[src/verilog/pollable_memory_pkg.sv]
//--------------------------------------------------------------------
// pollable memory package
// sizes of the word memory, SPI frame layout and command codes,
// credit depth of the playback byte stream and the byte lane rule
//--------------------------------------------------------------------
package pollable_memory_pkg;

	// memory format
	localparam int mem_words = 512;
	localparam int word_bits = 32;
	localparam int word_addr_bits = 9;
	localparam int byte_addr_bits = 11;

	// spi frame is command byte, 16-bit address, 32-bit data word
	localparam int frame_bits = 56;
	localparam int header_bits = 24;
	localparam int bit_count_bits = 6;
	localparam logic [7:0] cmd_write = 8'h01;
	localparam logic [7:0] cmd_read = 8'h02;

	// credits held by the sequencer, same as serializer queue depth
	localparam int credit_depth = 4;
	localparam int credit_bits = 3;
	localparam int queue_ptr_bits = 2;

	// byte b lives in word b/4, lane 0 is the most significant byte
	function automatic logic [7:0] byte_lane_of(
		input logic [word_bits-1:0] word,
		input logic [1:0] lane
	);
		return word[8*(3-lane) +: 8];
	endfunction

endpackage

[src/verilog/playback_sequencer.sv]
//--------------------------------------------------------------------
// playback sequencer
// walks the RAM byte by byte and passes each byte to the serializer,
// one read per cycle while enabled and holding a credit
//--------------------------------------------------------------------
`timescale 1ns/1ps

module playback_sequencer
	import pollable_memory_pkg::*;
(
	input logic clock50,
	input logic reset3,
	input logic play_enable,
	output logic [byte_addr_bits-1:0] byte_addr,
	input logic [7:0] byte_rdata,
	output logic byte_valid,
	output logic [7:0] byte_data,
	input logic credit_return
);

	logic [credit_bits-1:0] credit_count;
	logic issue;

	// one credit per byte read
	assign issue = play_enable && (credit_count != '0);

	always_ff @(posedge clock50) begin
		if (reset3) begin
			byte_addr <= '0;
			byte_valid <= 1'b0;
			credit_count <= credit_bits'(credit_depth);
		end else begin
			// RAM answers one cycle after the address
			byte_valid <= issue;
			if (issue) begin
				// wraps from 2047 to 0
				byte_addr <= byte_addr + 1'b1;
			end
			unique case ({credit_return, issue})
				2'b10: credit_count <= credit_count + 1'b1;
				2'b01: credit_count <= credit_count - 1'b1;
				default: credit_count <= credit_count;
			endcase
		end
	end

	// registered lane from the RAM byte port
	assign byte_data = byte_rdata;

endmodule

[config.mk]
export PLATFORM = sky130hd
export DESIGN_NAME = playback_sequencer
export DESIGN_NICKNAME = d
export VERILOG_FILES = /design/src/verilog/pollable_memory_pkg.sv /design/src/verilog/playback_sequencer.sv
export SDC_FILE = /design/constraint.sdc
export NUM_CORES = 1
export LEC_CHECK = 0
export ABC_AREA = 1
export BUFFER_PORTS_ARGS = -buffer_cell sky130_fd_sc_hd__buf_2
export CORE_MARGIN = 1
export CORE_UTILIZATION = 47
export CTS_CLUSTER_DIAMETER = 50
export DETAILED_ROUTE_END_ITERATION = 10
export GPL_ROUTABILITY_DRIVEN = 0
export PLACE_DENSITY_LB_ADDON = 0.12
export SLEW_MARGIN = 20
export SYNTH_ARGS = -nofsm -noshare
export SYNTH_HDL_FRONTEND = slang
export SYNTH_SLANG_ARGS = --single-unit
[constraint.sdc]
create_clock -name clock50 -period 2 [get_ports clock50]
set_input_delay 0.2 -clock clock50 [delete_from_list [all_inputs] [get_ports clock50]]
set_output_delay 0.2 -clock clock50 [all_outputs]
set_load 0.01 [all_outputs]
# Word-level counts from Yosys, hierarchy flattened
# Index checks and enable logic that the tools add are counted.
[op_classes]
addsub = 3
n_reduce_logical = 3
mux = 1
n_eq_ne = 2
[ops]
columns = ["operator", "count"]
rows = [
  ["11-bit by 1-bit adder with 11-bit output (second input constant)", 1],
  ["3-bit one-hot mux with 2 select lines", 1],
  ["3-bit by 1-bit adder with 3-bit output (second input constant)", 1],
  ["3-bit nonzero test", 1],
  ["3-bit by 1-bit subtractor with 3-bit output (second input constant)", 1],
  ["2-bit by 1-bit equality test with 1-bit output (second input constant)", 1],
  ["2-bit equality test (second input constant)", 1],
  ["2-bit nonzero test", 1],
  ["1-bit logical AND", 1],
]
[totals]
inputBits = 12
regBits = 15
elab_cells = 12
out_inout_bits = 20

# Longest topological paths before layout
[depth]
word_depth = 4
ltp_mapped = 11
mapped_depth_nobuf = 10

# Least setup slack after synthesis
# Ideal clock, no wire load.
[synth_path]
kind = "register to register"
startpoint = "reg credit_count[1]"
endpoint = "reg credit_count[2]"
required_ps = 1877
setup_time_ps = 123
arrival_time_ps = 1636
slack_ps = 241
n_path_buf = 1
path_stages_with_launch = 11
period_less_slack_ps = 1759
cell_sequence = "dfxtp_1 nor2_2 a21oi_4 buf_6 ha_1 inv_1 fa_1 nor2_1 nor2_1 a21oi_1 o21ai_0"
[synth_via]
elab_chain_len = 4
elab_cells_between_ends = 8
classes_between = "add/sub: 2; eq/ne: 2; mux: 1; reduce/logical: 3"
[synth_lines]
columns = ["element", "line_no", "source"]
rows = [
  ["from (decl)", "playback_sequencer.sv:21", "logic [credit_bits-1:0] credit_count;"],
  ["from (signal assigned)", "playback_sequencer.sv:31", "credit_count <= credit_bits'(credit_depth);"],
  ["from (signal assigned)", "playback_sequencer.sv:40", "2'b10: credit_count <= credit_count + 1'b1;"],
  ["from (signal assigned)", "playback_sequencer.sv:41", "2'b01: credit_count <= credit_count - 1'b1;"],
  ["3-bit nonzero test (*)", "playback_sequencer.sv:25", "assign issue = play_enable && (credit_count != '0);"],
  ["1-bit logical AND (*)", "playback_sequencer.sv:25", ""],
  ["named net issue", "playback_sequencer.sv:22", "logic issue;"],
  ["2-bit by 1-bit equality test with 1-bit output or 2-bit equality test (tied branches)", "playback_sequencer.sv:39", "unique case ({credit_return, issue})"],
  ["3-bit one-hot mux with 2 select lines or 2-bit nonzero test (tied branches)", "-", ""],
]
# Mark *: on every way through the listed nets, which the timed path passes. The rest lies on a longest branch.
# A chain may end at the register's enable or synchronous reset.

# Final worst setup path
[layout_path]
startpoint = "reg credit_count[1]"
endpoint = "reg credit_count[2]"
[layout_via]
elab_chain_len = 4
elab_cells_between_ends = 8
classes_between = "add/sub: 2; eq/ne: 2; mux: 1; reduce/logical: 3"
[layout_lines]
columns = ["element"]
rows = [
  ["branches (longest 4 deep; another with 3-bit by 1-bit subtractor with 3-bit output)"],
]
# Parallel ways; which one is timed is not known.

==> key figures <==
Global routing
  • Antenna violations before repair: 0
  • Global-route wire length before repair: 2410 um
  • Vias in the first global route: 578
  • Largest net degree at the start of global routing: 18
  • GRT Util Overall: 0.172
  • GRT Residual Overflow: 0

Worst setup path
  • R2R Setup Slk: 390 ps
  • CP max stage cell: fa_1
  • Crit-path max cell delay: 380 ps
  • FF-to-FF End: credit_count[2]$_SDFFE_PP1P_
  • CP Capture Type: register
  • CP startpoint kind: register
  • Delay-heaviest family, CP: adder cells
  • Max FO, Critical Path: 3
  • WS Path Type: register to register
  • Worst R2R Path Depth: 9
  • Reg2reg start: credit_count[1]$_SDFFE_PP0P_
  • CP dominant cell by count: nor2_1
  • CP arrival: 1780 ps
  • WP data required: 2170 ps
  • Crit path cell chain: nor2_2 > a21oi_4 > ha_1 > inv_1 > fa_1 > nor2_1 > nor2_1 > a21oi_1 > o21ai_0
  • Critical path depth: 9
  • Buffer and inverter count on the worst path: 1

Min path
  • Worst Hold End: byte_addr[3]$_SDFFE_PP0P_
  • Worst hold stages: 2
  • Hold WC Path Type: input pin to register
  • Hold Crit Start: reset3

Clock tree
  • Max H-tree Level: 1
  • Post-CTS setup buffers: 0
  • Clk root buf: clkbuf_4
  • Clock buffer count from CTS: 3
  • Max clock buf depth: 2
  • Worst-Skew Late Latency: 280 ps
  • Clk pin slew, worst setup/hold paths: 90 ps
  • Clock sink count: 15
  • CTS tree: done
  • Post_cts resized: 0
  • Hold_buf cts: 0

Placement
  • Hpwl dp: 1180 um
  • Port Buffers: 15
  • Dpl cells: 154

Timing
  • Slew Viols, Final: 0
  • Max_slew headroom: 0.752
  • Hold Fails Final Rpt: 0
  • RSZ-0062 raised after global routing: false
  • Period utilization: 0.804
  • Worst-Margin Slew: 372 ps
  • Endpoints failing setup: 0
  • Fmax: 622 MHz
  • Max Clock Skew: 2.84 ps
  • Setup TNS: 0 ps
  • Shortest period the worst path allows: 1610 ps

Detailed routing
  • Vias: 719
  • DRC errors left: 0
  • Vias/cell: 4.55
  • DR WL/cell: 9.60 um
  • Pre-Repair DR Iteration Count: 4
  • Routed Wire Length: 1520 um
  • Starting DRT DRC Count: 19
  • Final ANT Viol Nets: 0

Layout
  • Layout cells sized above 1: 0.211
  • Final net count: 149
  • Layout area overhead: 7.32%
  • Ant diodes: 0
  • Finished Layout Cells: 158

Power and ir drop
  • Leak Pwr: 0.442 nW
  • Max VDD drop: 0.405 mV
  • Power per cell area: 642 nW/um2

Outcome
  • Run status: finished, final reports clean

Yosys
  • Syn Nets: 138
  • Synth Warn #: 0
  • Register area share after synthesis: 0.344
  • Gate Count Post-Synth: 123
  • Netlist cell types: 21
  • FF+latch count, synth: 15
  • Syn avg cell area: 7.09 um2
  • Cell area after synthesis: 872 um2

Flow run
  • Max cap viols: 0

Floorplanning
  • Die ar.: 2030 um2
  • Core ar.: 1730 um2
  • Die Width: 45.1 um
  • Chip Height: 45.1 um
  • Initial Util: 0.505
  • IO Pins: 32
  • # rows: 15
Yosys cell counts, drive strengths merged:
cell type | n | area, um2
buf | 10 | 76.3
xnor2 | 1 | 8.76
nand3 | 7 | 35.0
ha | 2 | 25.0
fa | 1 | 20.0
dfxtp | 15 | 300
inv | 20 | 75.1
nand3b | 1 | 20.0
nand2 | 30 | 113
a21oi | 9 | 63.8
o21ai | 5 | 25.0
nand4 | 3 | 18.8
or2 | 1 | 6.26
nor2 | 18 | 85.1
power by group:
group,switching (mW),internal (mW)
clock network,0.0954,0.0774
logic,0.0643,0.0366
registers,0.0118,0.315
routing by layer:
metal  GRT usage  vias to the layer above  part of all wire
li1            -                      392                 -
met1       0.228                      306              0.49
met2       0.238                       17              0.45
met3      0.0480                        4             0.049
met4       0.121                        0             0.011
met5           0                        -                 0
final cells by class:
class,count,area (um2)
sequential,15,300
multi-input combinational,78,420
inverter,20,75.1
tap,25,31.3
timing repair buffer,16,82.6
clock buffer,4,26.3
fill,181,791
cells by family (layout without fill, tap and decap cells):
group,after synthesis,count (layout),synth area share
fa+ha+maj,3,3,0.0516
compound gates,14,14,0.102
xor+xnor,1,1,0.0100
simple gates,60,60,0.319
buf+inv,30,40,0.174
flops,15,15,0.344
stage by stage:
step           cell area [um2]  utilization  worst slack (ps)  hold WS, ps  power (mW)
3_3_place_gp               910        0.527               442          400       0.432
4_1_cts                    936        0.542               384         98.9       0.613
5_1_grt                    936        0.542               267         90.5       0.646
3_5_place_dp               910        0.527               393          400       0.436
2_1_floorplan              872            -               241          269       0.427
6_report                   936        0.542               392          110       0.601
cell usage in the layout (no fill, tap or decap), types with 2 or more instances in the layout:
cell type	count
nand2_1	30
inv_1	19
nor2_1	15
dfxtp_1	15
buf_2	15
nand3_1	7
a21oi_1	6
o21ai_0	5
nand4_1	3
clkbuf_4	3
nor2_4	2
a21oi_2	2
ha_1	2
registers in the layout, indices dropped and copies added, names as in the netlist:
name          flops
byte_valid        1
byte_addr        11
credit_count      3
worst register-to-register path: stages (launching register included):
cell and delay, ps:
dfxtp_1 370, nor2_2 70, a21oi_4 120, ha_1 150
inv_1 60, fa_1 380, nor2_1 110, nor2_1 60
a21oi_1 100, o21ai_0 80
worst max-delay path by stage:
stage                                  from                           end  slack [ps]
2_1_floorplan  credit_count[1]$_SDFFE_PP0P_  credit_count[2]$_SDFFE_PP1P_         240
5_1_grt        credit_count[1]$_SDFFE_PP0P_  credit_count[2]$_SDFFE_PP1P_         270
3_5_place_dp   credit_count[1]$_SDFFE_PP0P_  credit_count[2]$_SDFFE_PP1P_         390
4_1_cts        credit_count[1]$_SDFFE_PP0P_  credit_count[2]$_SDFFE_PP1P_         380
3_3_place_gp   credit_count[1]$_SDFFE_PP0P_  credit_count[2]$_SDFFE_PP1P_         440
6_report       credit_count[1]$_SDFFE_PP0P_  credit_count[2]$_SDFFE_PP1P_         390
(Power assumes the default switching activity.)
