`config.mk`:
```
export PLATFORM = sky130hd
export DESIGN_NAME = byte_serializer
export DESIGN_NICKNAME = d
export VERILOG_FILES = /design/src/verilog/pollable_memory_pkg.sv /design/src/verilog/byte_serializer.sv
export SDC_FILE = /design/constraint.sdc
export NUM_CORES = 1
export LEC_CHECK = 0
export BUFFER_PORTS_ARGS = -buffer_cell sky130_fd_sc_hd__buf_2
export CAP_MARGIN = 0
export CORE_ASPECT_RATIO = 0.8
export CORE_MARGIN = 4
export CORE_UTILIZATION = 55
export CTS_BUF_LIST = sky130_fd_sc_hd__clkbuf_2 sky130_fd_sc_hd__clkbuf_4 sky130_fd_sc_hd__clkbuf_8
export CTS_CLUSTER_SIZE = 12
export DETAILED_ROUTE_END_ITERATION = 6
export PLACE_DENSITY = 0.75
export SETUP_SLACK_MARGIN = 0.3
export SYNTH_ARGS = -nofsm -noshare
export SYNTH_HDL_FRONTEND = slang
export SYNTH_SLANG_ARGS = --single-unit
export TNS_END_PERCENT = 30
```
`constraint.sdc`:
```
create_clock -name clock50 -period 3.47 [get_ports clock50]
set_input_delay 0.1735 -clock clock50 [delete_from_list [all_inputs] [get_ports clock50]]
set_output_delay 0.1735 -clock clock50 [all_outputs]
set_load 0.01 [all_outputs]
```
`src/verilog/pollable_memory_pkg.sv`:
```
//--------------------------------------------------------------------
// pollable memory package
// sizes of the word memory, SPI frame layout and command codes,
// credit depth of the playback byte stream and the byte lane rule
//--------------------------------------------------------------------
package pollable_memory_pkg;

	// memory format
	localparam int mem_words = 512;
	localparam int word_bits = 32;
	localparam int word_addr_bits = 9;
	localparam int byte_addr_bits = 11;

	// spi frame is command byte, 16-bit address, 32-bit data word
	localparam int frame_bits = 56;
	localparam int header_bits = 24;
	localparam int bit_count_bits = 6;
	localparam logic [7:0] cmd_write = 8'h01;
	localparam logic [7:0] cmd_read = 8'h02;

	// credits held by the sequencer, same as serializer queue depth
	localparam int credit_depth = 4;
	localparam int credit_bits = 3;
	localparam int queue_ptr_bits = 2;

	// byte b lives in word b/4, lane 0 is the most significant byte
	function automatic logic [7:0] byte_lane_of(
		input logic [word_bits-1:0] word,
		input logic [1:0] lane
	);
		return word[8*(3-lane) +: 8];
	endfunction

endpackage

```
`src/verilog/byte_serializer.sv`:
```
//--------------------------------------------------------------------
// byte serializer
// queues incoming bytes and shifts each out MSB first in 8 cycles,
// frame strobe on the first bit, LEDs show the byte being sent
//--------------------------------------------------------------------
`timescale 1ns/1ps

module byte_serializer
	import pollable_memory_pkg::*;
(
	input logic clock50,
	input logic reset3,
	input logic byte_valid,
	input logic [7:0] byte_data,
	output logic credit_return,
	output logic serial_out,
	output logic serial_frame,
	output logic [7:0] leds
);

	logic [7:0] queue [credit_depth];
	logic [queue_ptr_bits-1:0] wr_ptr;
	logic [queue_ptr_bits-1:0] rd_ptr;
	logic [credit_bits-1:0] queue_count;
	logic [7:0] shift_reg;
	logic [2:0] bit_index;
	logic busy;
	logic load;

	// next byte enters right after the last bit, no gap
	assign load = (queue_count != '0) && (!busy || bit_index == 3'd7);
	assign serial_out = shift_reg[7];

	always_ff @(posedge clock50) begin
		if (byte_valid) begin
			queue[wr_ptr] <= byte_data;
		end
	end

	always_ff @(posedge clock50) begin
		if (reset3) begin
			wr_ptr <= '0;
			rd_ptr <= '0;
			queue_count <= '0;
			shift_reg <= '0;
			bit_index <= '0;
			busy <= 1'b0;
			credit_return <= 1'b0;
			serial_frame <= 1'b0;
			leds <= '0;
		end else begin
			// pop frees a queue slot, hand the credit back
			credit_return <= load;
			serial_frame <= load;
			if (byte_valid) begin
				wr_ptr <= wr_ptr + 1'b1;
			end
			unique case ({byte_valid, load})
				2'b10: queue_count <= queue_count + 1'b1;
				2'b01: queue_count <= queue_count - 1'b1;
				default: queue_count <= queue_count;
			endcase
			if (load) begin
				rd_ptr <= rd_ptr + 1'b1;
				shift_reg <= queue[rd_ptr];
				leds <= queue[rd_ptr];
				bit_index <= '0;
				busy <= 1'b1;
			end else if (busy) begin
				// shifts in zeros, line idles low when done
				shift_reg <= {shift_reg[6:0], 1'b0};
				bit_index <= bit_index + 1'b1;
				if (bit_index == 3'd7) begin
					busy <= 1'b0;
				end
			end
		end
	end

endmodule

```
== Word-level counts from Yosys, hierarchy flattened ==
Memories as Yosys holds them, arrays and structs flattened. A register that Yosys moved wholly into a read port is not among the register bits.
Index checks and enable logic that the tools add are counted.
Storage, ports and cells
  register bits: 28
  latch bits: 0
  RAM bits: 32
  memory bits (read-only): 0
  output and inout port bits: 11
  memories kept: 1
Operators by class
  $add $sub $neg: 5
  $mul: 0
  div/mod/pow operators: 0
  magnitude comparators: 0
  equality and inequality tests: 3
  shift-type cells: 0
  muxes and demuxes: 10
  bitwise operators: 0
  reductions and logical operators: 7
Memories
  queue: depth 4, width 8, read ports 1, clocked after memory_dff 1, wr ports 1, line byte_serializer.sv:21  | logic [7:0] queue [credit_depth];
Operator list (count)
  $mux 8: 2
  $add 3x1->3 const B: 2
  $pmux 3 s2: 1
  $mux 1: 5
  $add 2x1->2 const B: 2
  $mux 2: 2
  $reduce_bool 2->1: 2
  $eq 3x3->1 const B: 1
  $reduce_bool 3->1: 1
  $sub 3x1->3 const B: 1
  $eq 2x1->1 const B: 1
  $eq 2x2->1 const B: 1
  $reduce_or 2->1: 1
  $logic_and 1x1->1: 1
  $logic_not 1->1: 1
  $logic_or 1x1->1: 1

== Longest topological paths before layout ==
  depth in word-level cells: 5
  mapped depth: 11
  gate-level depth less buffers: 10

== Worst setup path before layout ==
No wires, ideal clock.
  path kind: register to register
  start point: reg bit_index[0]
  end point: reg queue_count[2]
  setup time: 71 ps
  arrival time: 2435 ps
  data required time: 3399 ps
  slack: 964 ps
  stages on the path, launching flop included: 12
  clock period less this slack: 2506 ps
  path through: dfxtp_1 -> ha_1 -> ha_1 -> or2b_2 -> nand2_2 -> inv_1 -> buf_6 -> ha_1 -> fa_1 -> xnor2_1 -> or3_1 -> a21oi_1
Between the ends
  longest elaborated chain between the ends: 5
Ends and longest elaborated chain
  start, declared: line byte_serializer.sv:26  | logic [2:0] bit_index;
  start signal, assigned: line byte_serializer.sv:72  | bit_index <= bit_index + 1'b1;
  $eq 3x3->1 (*): line byte_serializer.sv:31  | assign load = (queue_count != '0) && (!busy || bit_index == 3'd7);
  $logic_or 1x1->1 (*): line byte_serializer.sv:31
  $logic_and 1x1->1 (*): line byte_serializer.sv:31
  net load: line byte_serializer.sv:28  | logic load;
  $eq 2x1->1 / $eq 2x2->1 (equally long branches): line byte_serializer.sv:58  | unique case ({byte_valid, load})
  $pmux 3 s2 / $reduce_bool 2->1 (equally long branches)
  end signal, assigned: line byte_serializer.sv:59  | 2'b10: queue_count <= queue_count + 1'b1;
  end signal, assigned: line byte_serializer.sv:60  | 2'b01: queue_count <= queue_count - 1'b1;
  end signal, assigned: line byte_serializer.sv:61  | default: queue_count <= queue_count;
  end, declared: line byte_serializer.sv:24  | logic [credit_bits-1:0] queue_count;
Mark *: on every way through the listed nets, which the timed path passes. The rest lies on a longest branch.
A chain may end at the register's enable or synchronous reset.

== Worst setup path after layout ==
  start point: reg bit_index[0]
  end point: reg queue_count[2]
Between the ends
  longest elaborated chain between the ends: 5
Ends and longest elaborated chain (line)
  $eq 3x3->1 (*): byte_serializer.sv:31
  $logic_or 1x1->1 (*): byte_serializer.sv:31
  $logic_and 1x1->1 (*): byte_serializer.sv:31
  $eq 2x1->1 / $eq 2x2->1 (equally long branches): byte_serializer.sv:58
  $pmux 3 s2 / $reduce_bool 2->1 (equally long branches)
Every way passes the cells marked *; elsewhere a longest branch is shown, timed or not.

==> impl_metrics.env <==
export IMPL_largest_register_ffs=32
export IMPL_reg2reg_depth=10
export IMPL_wire_per_inst_microns=14.8
export IMPL_io_pin_count=22
export IMPL_yosysTopAreaCell="edfxtp_1"
export IMPL_p_per_area_mw_per_mm2=852
export IMPL_slew_headroom_pct=44.7
export IMPL_path_cells="ha_1, ha_1, or2b_2, nand2_2, inv_1, ha_1, fa_1, xnor2_1, or3_1, a21oi_1"
export IMPL_clk_pin_slew_worst_paths_ns=0.06
export IMPL_htreeDepth=3
export IMPL_setup_viol=0
export IMPL_r2r_slack_ns=0.81
export IMPL_die_x_microns=82.1
export IMPL_synth_area_sq_mm=0.00241
export IMPL_leakagePower_nw=1.06
export IMPL_synth_area_leaders="edfxtp_1 (40%), dfxtp_1 (25%), mux2i_1 (6.6%), nor2_1 (5.4%), ha_1 (3.6%)"
export IMPL_grtUsageTotal_pct=17.7
export IMPL_rows=21
export IMPL_clock_latency_ns=0.33
export IMPL_synth_enable_flop_cells=32
export IMPL_path_buf_inv=1
export IMPL_synth_common_cells="nor2_1 (35), edfxtp_1 (32), dfxtp_1 (30)"
export IMPL_busiest_layer="met2"
export IMPL_gp_congestion=0.833
export IMPL_rr_endpoint="queue_count[2]"
export IMPL_finalNetCount=230
export IMPL_area_growth_pct=12.1
export IMPL_crit_top_cell="ha_1"
export IMPL_num_vias=1445
export IMPL_drive_above_1_share_pct=21.3
export IMPL_drt_first_pass_iters=6
export IMPL_combPwrFrac_pct=29.9
export IMPL_cts_sinks=62
export IMPL_met2_usage_pct=26.9
export IMPL_tightestPinTransition_ns=0.829
export IMPL_path_delay_family="adder cells"
export IMPL_syn_inst=188
export IMPL_worst_ir_drop_vdd_uv=364
export IMPL_endpoint="queue_count[2]"
export IMPL_hpwl_microns=2900
export IMPL_via_per_inst=5.29
export IMPL_yosysMostFrequentCell="nor2_1"
export IMPL_setup_tns_ns=0
export IMPL_diodes=0
export IMPL_grt_antenna_before_repair=0
export IMPL_cpPeakStageDelay_ns=0.38
export IMPL_cts_tree="built"
export IMPL_drtAntennaViolNets=0
export IMPL_drv_slew=0
export IMPL_grt_pass1_vias=1435
export IMPL_ys_types=31
export IMPL_end_kind="flop"
export IMPL_start_util_pct=57.4
export IMPL_pwr_share_seq_pct=45.3
export IMPL_ctsHoldBuffers=0
export IMPL_crit_start="bit_index[0]"
export IMPL_drtIter0Drc=118
export IMPL_ys_flop_type="edfxtp_1"
export IMPL_root_buffer="clkbuf_8"
export IMPL_switching_share_pct=32.8
export IMPL_placement_io_buffers=21
export IMPL_p_clk_share_pct=24.8
export IMPL_cts_setup_buffers=0
export IMPL_dieArea_sq_mm=0.00552
export IMPL_core_sq_mm=0.00420
export IMPL_seq_area_frac_synth_pct=64.7
export IMPL_drcViolationCount=0
export IMPL_drv_cap=0
export IMPL_timing_rr_start="bit_index[0]"
export IMPL_p_sw_w=0.000756
export IMPL_cts_resized=0
export IMPL_hold_viol=0
export IMPL_final_cells=273
export IMPL_syn_mean_instance_area_sq_um=12.8
export IMPL_cp_arrival_ns=2.92
export IMPL_worstSetupStartpointType="flop"
export IMPL_crit_type="reg2reg"
export IMPL_crit_fanout=11
export IMPL_netlist_area_leader_share_pct=39.8
export IMPL_fill_cells=331
export IMPL_synth_async_sr_flop_share_pct=0
export IMPL_skew_ns=0.00744
export IMPL_dp_cells=257
export IMPL_required_ns=3.73
export IMPL_met1_usage_pct=21.9
export IMPL_synth_seq_cells=62
export IMPL_syn_nets=207
export IMPL_cp_slowest_cell="fa_1"
export IMPL_fmaxAchievable_ghz=0.375
export IMPL_overflow=0
export IMPL_grt_max_degree=19
export IMPL_period_share_pct=76.8
export IMPL_cts_made_buffers=9
export IMPL_grt_pass1_wl_microns=6770
export IMPL_layout_min_cycle_time_ns=2.66
export IMPL_hold_class="in2reg"
export IMPL_yosys_warnings=0
export IMPL_dieHeight_microns=67.3
export IMPL_outcome="complete, no violations"
export IMPL_critical_path_depth=10
export IMPL_grtUsageMet3_pct=8.53
export IMPL_internal_power_w=0.00155
export IMPL_wl_microns=4030
export IMPL_clock_path_buffers=2
export IMPL_rsz0062_at_grt="no"
logic make-up after synthesis:
kind of cell             synth area share, %
XOR/XNOR                                2.18
adder cells (fa/ha/maj)                 4.46
AND/OR/NAND/NOR                         10.5
AO/OA/AOI/OAI                           5.54
buffers and inverters                   4.20
multiplexers                            8.50
flip-flops                              64.7
cell usage in the layout, fill, tap and decap left out, drive strengths merged:
cell | Yosys | final
or2b | 1 | 1
or2 | 1 | 1
inv | 6 | 6
nand2b | 1 | 1
o21ai | 2 | 2
buf | 7 | 21
a21oi | 7 | 7
and2 | 4 | 4
mux4 | 2 | 2
nand3 | 3 | 3
xnor2 | 4 | 4
edfxtp | 32 | 32
o22ai | 11 | 11
nor3 | 1 | 1
or3 | 2 | 2
ha | 7 | 7
a32o | 1 | 1
or4 | 1 | 1
a31oi | 1 | 1
clkinv | 1 | 2
clkbuf | 2 | 15
fa | 1 | 1
mux2i | 16 | 16
nor2 | 35 | 35
nand2 | 7 | 7
dfxtp | 30 | 30
xor2 | 2 | 2
stage by stage:
stage                     util [%]  cell area [sq um]  hold WS (ns)  setup slack [ns]  power, W
final                         64.4               2710        0.0516             0.806   0.00231
after global routing          64.4               2710        0.0293             0.647   0.00249
after CTS                     64.4               2710        0.0373             0.802   0.00233
after detailed placement      60.0               2520         0.388             0.815   0.00175
after global placement        60.0               2520         0.382             0.920   0.00172
after floorplan                  -               2410         0.272             0.964   0.00163
final cells by class:
type / count / area (sq um) / share of cell area, %
clock buffers: 15 / 181 / 6.70
clock inverters: 1 / 5.00 / 0.185
inverters: 7 / 31.3 / 1.16
multi-input cells: 110 / 752 / 27.8
flip-flops and latches: 62 / 1560 / 57.7
well taps: 57 / 71.3 / 2.63
repair buffers: 21 / 105 / 3.88
worst min-delay path by stage:
stage / from / to / slack, ns / cells after the start
3_3_place_gp: byte_data[1] / queue[1][1] / 0.38 / 1
6_report: byte_data[1] / queue[2][1] / 0.05 / 1
5_1_grt: byte_data[5] / queue[3][5] / 0.03 / 1
4_1_cts: byte_data[1] / queue[2][1] / 0.04 / 1
2_1_floorplan: byte_data[0] / queue[0][0] / 0.27 / 0
3_5_place_dp: byte_data[1] / queue[1][1] / 0.39 / 1
power groups by stage:
| stage | sequential [W] | clock [W] | combinational [W] |
|---|---|---|---|
| final | 0.00104 | 0.000573 | 0.000689 |
| after global routing | 0.00107 | 0.000629 | 0.000796 |
| after CTS | 0.00105 | 0.000586 | 0.000699 |
| after detailed placement | 0.00106 | 0 | 0.000691 |
| after global placement | 0.00105 | 0 | 0.000669 |
| after floorplan | 0.00103 | 0 | 0.000604 |
routing by layer:
layer	routed length, microns	vias to the layer above
met3	279	5
met4	46	0
li1	-	708
met1	1820	692
met5	0	-
met2	1890	40
Power figures use the tool's default switching activity.
