<file path="src/verilog/pollable_memory_pkg.sv">
//--------------------------------------------------------------------
// pollable memory package
// sizes of the word memory, SPI frame layout and command codes,
// credit depth of the playback byte stream and the byte lane rule
//--------------------------------------------------------------------
package pollable_memory_pkg;

	// memory format
	localparam int mem_words = 512;
	localparam int word_bits = 32;
	localparam int word_addr_bits = 9;
	localparam int byte_addr_bits = 11;

	// spi frame is command byte, 16-bit address, 32-bit data word
	localparam int frame_bits = 56;
	localparam int header_bits = 24;
	localparam int bit_count_bits = 6;
	localparam logic [7:0] cmd_write = 8'h01;
	localparam logic [7:0] cmd_read = 8'h02;

	// credits held by the sequencer, same as serializer queue depth
	localparam int credit_depth = 4;
	localparam int credit_bits = 3;
	localparam int queue_ptr_bits = 2;

	// byte b lives in word b/4, lane 0 is the most significant byte
	function automatic logic [7:0] byte_lane_of(
		input logic [word_bits-1:0] word,
		input logic [1:0] lane
	);
		return word[8*(3-lane) +: 8];
	endfunction

endpackage

</file>
<file path="src/verilog/mem_word_port_if.sv">
//--------------------------------------------------------------------
// word port of the pollable RAM
// 32-bit synchronous read/write port, one cycle of read latency
//--------------------------------------------------------------------
`timescale 1ns/1ps

interface mem_word_port_if
	import pollable_memory_pkg::*;
();

	// write strobe, any clock edge with we high stores wdata
	logic we;
	logic [word_addr_bits-1:0] addr;
	logic [word_bits-1:0] wdata;
	// word at addr, one cycle after addr is presented
	logic [word_bits-1:0] rdata;

	modport host (
		output we,
		output addr,
		output wdata,
		input rdata
	);

	modport mem (
		input we,
		input addr,
		input wdata,
		output rdata
	);

endinterface

</file>
<file path="src/verilog/spi_command_slave.sv">
//--------------------------------------------------------------------
// SPI command slave
// mode 0 slave, MSB first, 56-bit frames of command, address, data
// writes store the data word into the RAM when cs_n rises, reads
// fetch the word after the address and return it in the data phase
//--------------------------------------------------------------------
`timescale 1ns/1ps

module spi_command_slave
	import pollable_memory_pkg::*;
(
	input logic clock50,
	input logic reset3,
	input logic sclk,
	input logic mosi,
	input logic cs_n,
	output logic miso,
	mem_word_port_if.host mem
);

	logic [2:0] sclk_sync;
	logic [2:0] cs_sync;
	logic [1:0] mosi_sync;
	logic sclk_rise;
	logic sclk_fall;
	logic cs_rise;
	logic cs_fall;
	logic cs_active;
	logic [bit_count_bits-1:0] bit_count;
	logic [frame_bits-1:0] rx_shift;
	logic [frame_bits-1:0] rx_next;
	logic [word_bits-1:0] tx_shift;
	logic header_done;
	logic read_start;
	logic frame_write;
	logic [1:0] read_pending;

	// three flops on sclk and cs_n, mosi aligned to the edge stage
	always_ff @(posedge clock50) begin
		if (reset3) begin
			sclk_sync <= '0;
			cs_sync <= '1;
			mosi_sync <= '0;
		end else begin
			sclk_sync <= {sclk_sync[1:0], sclk};
			cs_sync <= {cs_sync[1:0], cs_n};
			mosi_sync <= {mosi_sync[0], mosi};
		end
	end

	assign sclk_rise = sclk_sync[1] & ~sclk_sync[2];
	assign sclk_fall = ~sclk_sync[1] & sclk_sync[2];
	assign cs_rise = cs_sync[1] & ~cs_sync[2];
	assign cs_fall = ~cs_sync[1] & cs_sync[2];
	assign cs_active = ~cs_sync[1];

	assign rx_next = {rx_shift[frame_bits-2:0], mosi_sync[1]};

	// command and address complete on the 24th sampled bit
	assign header_done = sclk_rise && cs_active && (bit_count == header_bits - 1);
	assign read_start = header_done && (rx_next[header_bits-1 -: 8] == cmd_read);

	// only a full frame with the write command reaches the RAM
	assign frame_write = cs_rise && (bit_count == frame_bits)
		&& (rx_shift[frame_bits-1 -: 8] == cmd_write);

	always_ff @(posedge clock50) begin
		if (reset3) begin
			bit_count <= '0;
			read_pending <= '0;
			mem.we <= 1'b0;
			miso <= 1'b0;
		end else begin
			mem.we <= frame_write;
			// address out, then RAM latency, then load
			read_pending <= {read_pending[0], read_start};
			if (cs_fall) begin
				bit_count <= '0;
			end else if (sclk_rise && cs_active && bit_count != '1) begin
				bit_count <= bit_count + 1'b1;
			end
			if (!cs_active) begin
				miso <= 1'b0;
			end else if (sclk_fall) begin
				miso <= tx_shift[word_bits-1];
			end
		end
	end

	always_ff @(posedge clock50) begin
		if (sclk_rise && cs_active) begin
			rx_shift <= rx_next;
		end
		// presented for reads and held for the write at frame end
		if (header_done) begin
			mem.addr <= rx_next[word_addr_bits-1:0];
		end
		if (frame_write) begin
			mem.wdata <= rx_shift[word_bits-1:0];
		end
		if (cs_fall) begin
			tx_shift <= '0;
		end else if (read_pending[1]) begin
			tx_shift <= mem.rdata;
		end else if (sclk_fall && cs_active) begin
			tx_shift <= {tx_shift[word_bits-2:0], 1'b0};
		end
	end

endmodule

</file>
<file path="src/flat_wrapper.sv">
// flat-port wrapper written by rule: the top's interface ports become plain ports
module spi_command_slave_flat import pollable_memory_pkg::*;
  (clock50, reset3, sclk, mosi, cs_n, miso, mem_we, mem_addr, mem_wdata, mem_rdata);
  mem_word_port_if mem_i ();
  input logic clock50;
  input logic reset3;
  input logic sclk;
  input logic mosi;
  input logic cs_n;
  output logic miso;
  output wire logic [$bits(mem_i.we)-1:0] mem_we;
  output wire logic [$bits(mem_i.addr)-1:0] mem_addr;
  output wire logic [$bits(mem_i.wdata)-1:0] mem_wdata;
  input wire logic [$bits(mem_i.rdata)-1:0] mem_rdata;
  assign mem_we = mem_i.we;
  assign mem_addr = mem_i.addr;
  assign mem_wdata = mem_i.wdata;
  assign mem_i.rdata = mem_rdata;
  spi_command_slave u_core (.clock50(clock50), .reset3(reset3), .sclk(sclk), .mosi(mosi), .cs_n(cs_n), .miso(miso), .mem(mem_i));
endmodule
</file>
<file path="config.mk">
export PLATFORM = sky130hd
export DESIGN_NAME = spi_command_slave_flat
export DESIGN_NICKNAME = d
export VERILOG_FILES = /design/src/verilog/pollable_memory_pkg.sv /design/src/verilog/mem_word_port_if.sv /design/src/verilog/spi_command_slave.sv /design/src/flat_wrapper.sv
export SDC_FILE = /design/constraint.sdc
export NUM_CORES = 1
export LEC_CHECK = 0
export BUFFER_PORTS_ARGS = -buffer_cell sky130_fd_sc_hd__buf_2
export CAP_MARGIN = 20
export CORE_ASPECT_RATIO = 0.7
export CORE_MARGIN = 5
export CORE_UTILIZATION = 60
export CTS_CLUSTER_SIZE = 24
export DETAILED_ROUTE_END_ITERATION = 16
export HOLD_SLACK_MARGIN = 0.1
export PLACE_DENSITY_LB_ADDON = 0.3
export SLEW_MARGIN = 20
export SYNTH_ARGS = -nofsm -noshare
export SYNTH_HDL_FRONTEND = slang
export SYNTH_SLANG_ARGS = --single-unit
</file>
<file path="constraint.sdc">
create_clock -name clock50 -period 4 [get_ports clock50]
set_clock_uncertainty 0.15 [all_clocks]
set_input_delay 0.2 -clock clock50 [delete_from_list [all_inputs] [get_ports clock50]]
set_output_delay 0.2 -clock clock50 [all_outputs]
set_load 0.005 [all_outputs]
</file>
# == Word level (Yosys, flattened, before mapping) ==
# Cells that the tools add are included.
# totals
ff_bits,147
in_bits,37
out_inout_bits,43
elab_cells,37
# op_classes
addsub,1
eq_ne,5
mux,2
bitwise,8
n_reduce_logical,10
# ops
operator,count
32-bit 2-to-1 mux,2
"8-bit by 1-bit equality test with 1-bit output, second input constant",1
"8-bit by 2-bit equality test with 1-bit output, second input constant",1
1-bit logical AND,7
"6-bit by 1-bit adder with 6-bit output, second input constant",1
"6-bit by 5-bit equality test with 1-bit output, second input constant",1
"6-bit equality test, second input constant",1
"6-bit inequality test, second input constant",1
1-bit bitwise AND,4
1-bit NOT,4
2-bit OR reduction,2
2-bit nonzero test,1

# == Logic depth before layout (Yosys ltp) ==
# logic_depth
word_depth,5
mapped_depth,5

# == Worst setup path before layout ==
# OpenSTA, ideal clock, no wires.
# synth_path
path_type,register to register
from,reg u_core.bit_count[0]
to,"reg u_core.mem.wdata[0], enable pin"
setup_time_ns,0.392
t_arrival_ns,1.633
setup_slack_ns,1.825
stages_incl_launch_ff,5
path_cell_list,dfxtp_1 > inv_1 > ha_1 > nor4bb_1 > and4_1
# synth_between
elab_chain_len,3
# synth_rtl
element,line,source
start: declaration,spi_command_slave.sv:29,logic [bit_count_bits-1:0] bit_count;
start signal: assignment,spi_command_slave.sv:80,bit_count <= bit_count + 1'b1;
6-bit equality test,spi_command_slave.sv:64,assign frame_write = cs_rise && (bit_count == frame_bits)
1-bit logical AND,spi_command_slave.sv:64,
1-bit logical AND,spi_command_slave.sv:65,&& (rx_shift[frame_bits-1 -: 8] == cmd_write);
net u_core.frame_write,spi_command_slave.sv:35,logic frame_write;
end signal: assignment,spi_command_slave.sv:99,mem.wdata <= rx_shift[word_bits-1:0];
end: declaration,mem_word_port_if.sv:21,"output wdata,"
# The timed path passes the listed nets, and every way through them passes these cells.
# A chain may end at the register's enable or synchronous reset.

# == Final worst setup path ==
# layout_path
from,reg u_core.sclk_sync[1]
to,"reg u_core.mem.addr[0], enable pin"
# layout_between
elab_chain_len,3
# layout_rtl
element,line,source
start: declaration,spi_command_slave.sv:21,logic [2:0] sclk_sync;
start signal: assignment,spi_command_slave.sv:45,"sclk_sync <= {sclk_sync[1:0], sclk};"
1-bit bitwise AND,spi_command_slave.sv:51,assign sclk_rise = sclk_sync[1] & ~sclk_sync[2];
1-bit logical AND (2 in series),spi_command_slave.sv:60,assign header_done = sclk_rise && cs_active && (bit_count == header_bits - 1);
net u_core.header_done,spi_command_slave.sv:33,logic header_done;
end signal: assignment,spi_command_slave.sv:96,mem.addr <= rx_next[word_addr_bits-1:0];
end: declaration,mem_word_port_if.sv:20,"output addr,"
# The timed path passes the listed nets, and every way through them passes these cells.

==> run_results.csv <==
group,metric,value,unit
detailed_routing,ant_nets,0,
place,place.detailed.hpwl,5710,um
cts,cts_buffers,17,
cts,clock_sinks,147,
die,ios,80,
logic_synthesis,yosysSeqAreaShare,76.1,%
place,place_ws,1690,ps
power_and_ir_drop,peakVddDrop,0.508,mV
sta,setup_viol,0,
sta,fin_ws,1930,ps
logic_synthesis,synth_common_cells,"edfxtp_1, dfxtp_1, nor3_1",
outcome,run_status,"complete, no violations",
logic_synthesis,synth_nets,358,
critical_path,cp.arrival,1960,ps
die,die_height,87.4,um
detailed_routing,drc,0,
logic_synthesis,ys_types,37,
place,gp_congestion,0.745,
critical_path,crit_required,3880,ps
cts,htreeDepth,4,
logic_synthesis,synth_area_per_cell,16.1,um2
logic_synthesis,synth_area_leaders,"edfxtp_1, dfxtp_1, mux2i_1, a211oi_1, nor3_1",
logic_synthesis,synth-seq-cells,147,
critical_path,worstPathMaxFanout,10,
global_routing,grt_pass1_wl,16000,um
sta,final.period_utilization,51.9,%
global_routing,antenna_found_initial,0,
global_routing,overflow,0,
cts,cts_buffer_depth,2,
power_and_ir_drop,leakagePower,2.25,nW
detailed_routing,routed-via-count,3143,
sta,slew_headroom,50.6,%
logic_synthesis,netlist_instances,319,
global_routing,grt_pass1_vias,3139,
place,port_buffers,79,
detailed_routing,wire_per_inst,18.3,um
cts,cts_tree,"yes",
logic_synthesis,netlist_area,5140,um2
critical_path,timing.rr.start,"u_core.sclk_sync[1]$_SDFF_PP0_",
global_routing,grt_use_total,20.4,%
logic_synthesis,synth_area_leader_cell,"edfxtp_1",
worst_hold_path,hold_class,"register to register",
sta,setup_tns,0,ps
detailed_routing,dr.pass1.iters,4,
sta,worst_pin_slew,736,ps
worst_hold_path,hold_depth,0,
finish,area_growth,28.6,%
logic_synthesis,yosysWarnings,0,
run,drv_cap,0,
critical_path,r2r_cells,2,
cts,clkTransAtPathRegs,60,ps
sta,clock.fmax,0.482,GHz
critical_path,reg2reg_to,"u_core.mem.addr[0]$_DFFE_PP_",
die,rows,28,
die,die_area,10500,um2
die,core,8410,um2
detailed_routing,drtIter0Drc,221,
logic_synthesis,async_flop_share,0,%
sta,hold_viol_final,0,
die,fp.dieW,121,um
critical_path,endpoint_kind,"register",
logic_synthesis,synth_edf_count,97,
cts,cts_resized,0,
die,start_util,61.1,%
finish,stdcell_count,560,
finish,fin_nets,480,
detailed_routing,wirelength,10200,um
power_and_ir_drop,total_power,3.31,mW
power_and_ir_drop,cellPowerDensity,500,nW/um2
logic_synthesis,synth_ff_type,"edfxtp_1",
critical_path,critPathKind,"register to register",
logic_synthesis,yosysMostFrequentCell,"edfxtp_1",
place,dp.cells,488,
critical_path,r2r_slack,1930,ps
worst_hold_path,min-delay-start,"u_core.rx_shift[34]$_DFFE_PP_",
global_routing,grt_max_degree,63,
sta,slew_viol_final,0,
cts,ctsRootBufferMaster,"clkbuf_16",
detailed_routing,vias_per_cell,5.61,
sta,period_minus_slack,2070,ps
logic_synthesis,netlist.area_leader.share,56.7,%
cts,worstSkewPairLatency,410,ps
finish,drive_gt1_share,27.3,%
cts,postCtsSetupBuffers,0,
sta,rsz0062_at_grt,"no",
worst_hold_path,min_to,"u_core.rx_shift[35]$_DFFE_PP_",
critical_path,startpoint_type,"register",
[registers in the layout, indices dropped and copies added, names as in the netlist]
| signal | count |
|---|---|
| u_core.mosi_sync | 2 |
| u_core.miso | 1 |
| u_core.tx_shift | 32 |
| u_core.bit_count | 6 |
| u_core.cs_sync | 3 |
| u_core.mem.we | 1 |
| u_core.read_pending | 2 |
| u_core.mem.wdata | 32 |
| u_core.rx_shift | 56 |
| u_core.mem.addr | 9 |
| u_core.sclk_sync | 3 |
[metrics by stage]
stage,utilization [%],instance area [um2],hold WS (ps)
after detailed placement,66.9,5630,243
after CTS,78.6,6610,268
after global placement,66.9,5630,238
after floorplan,-,5140,154
after global routing,78.6,6610,280
final,78.6,6610,267
[layer usage]
layer	global-route usage [%]	vias to the layer above	wire (um)
met5	0	-	0
met4	10.1	0	132
met3	6.04	11	500
met2	33.0	90	5250
met1	25.4	1553	4360
li1	-	1489	-
[power breakdown]
part / leakage [nW] / internal [mW] / switching (mW)
Combinational: 0.715 / 0.0622 / 0.0410
Clock: 0.282 / 0.973 / 0.585
Sequential: 1.26 / 1.63 / 0.0155
[critical path, cell delays in order (launching register included)]
cell and delay, ps:
dfxtp_1 390, or3b_4 470, nor4_4 690
[logic make-up (layout without fill, tap and decap cells)]
logic type,Yosys count,count (layout),share of synthesized area (%)
mux,34,34,6.67
flops,147,147,76.1
other cells,0,1,0
fa+ha+maj,2,2,0.487
compound gates,39,39,5.94
simple gates,75,75,8.88
buf+inv,22,157,1.90
[what timing repair did]
item | in CTS | in global routing
hold buffers | 39 | 0
endpoints found under the hold margin | 40 | 0
setup endpoints to repair | 0 | 0
[layout make-up]
class                      instances  area [um2]
clock inverter                    15         165
fill                             471        1800
multi-input combinational        150        1140
antenna                            1        2.50
timing repair buffer             122         816
tap                              105         131
clock buffer                      17         425
sequential                       147        3920
inverter                           3        16.3
[how the worst max path moves through the flow]
stage	from	to	slack, ps
CTS	u_core.cs_sync[1]$_SDFF_PP1_	u_core.tx_shift[1]$_SDFFE_PP0P_	1740
finish	u_core.sclk_sync[1]$_SDFF_PP0_	u_core.mem.addr[0]$_DFFE_PP_	1930
detailed placement	u_core.cs_sync[1]$_SDFF_PP1_	u_core.tx_shift[9]$_SDFFE_PP0P_	1690
floorplan	u_core.bit_count[0]$_SDFFE_PP0P_	u_core.mem.wdata[0]$_DFFE_PP_	1830
global route	u_core.sclk_sync[1]$_SDFF_PP0_	u_core.mem.addr[0]$_DFFE_PP_	1810
global placement	u_core.cs_sync[1]$_SDFF_PP1_	u_core.tx_shift[20]$_SDFFE_PP0P_	1820
[placed cells by master, fill, tap and decap left out, types with 2 or more instances in the layout]
cell           instances
or2_2                  4
a211oi_1              31
clkbuf_16             17
and4_1                 2
nor3_1                38
clkinvlp_4             3
nor3b_1                3
nor2b_1                7
edfxtp_1              97
inv_1                  2
clkinv_4               3
nand2_1                3
clkinv_1               3
ha_1                   2
mux2_1                 2
and3_1                 3
a21oi_1                3
buf_2                 79
mux2i_1               32
dfxtp_1               49
nor4_1                 2
clkinv_2               3
bufinv_16              3
dlygate4sd3_1         39
buf_4                  4
Note: power is estimated with default switching activity, not from simulation.
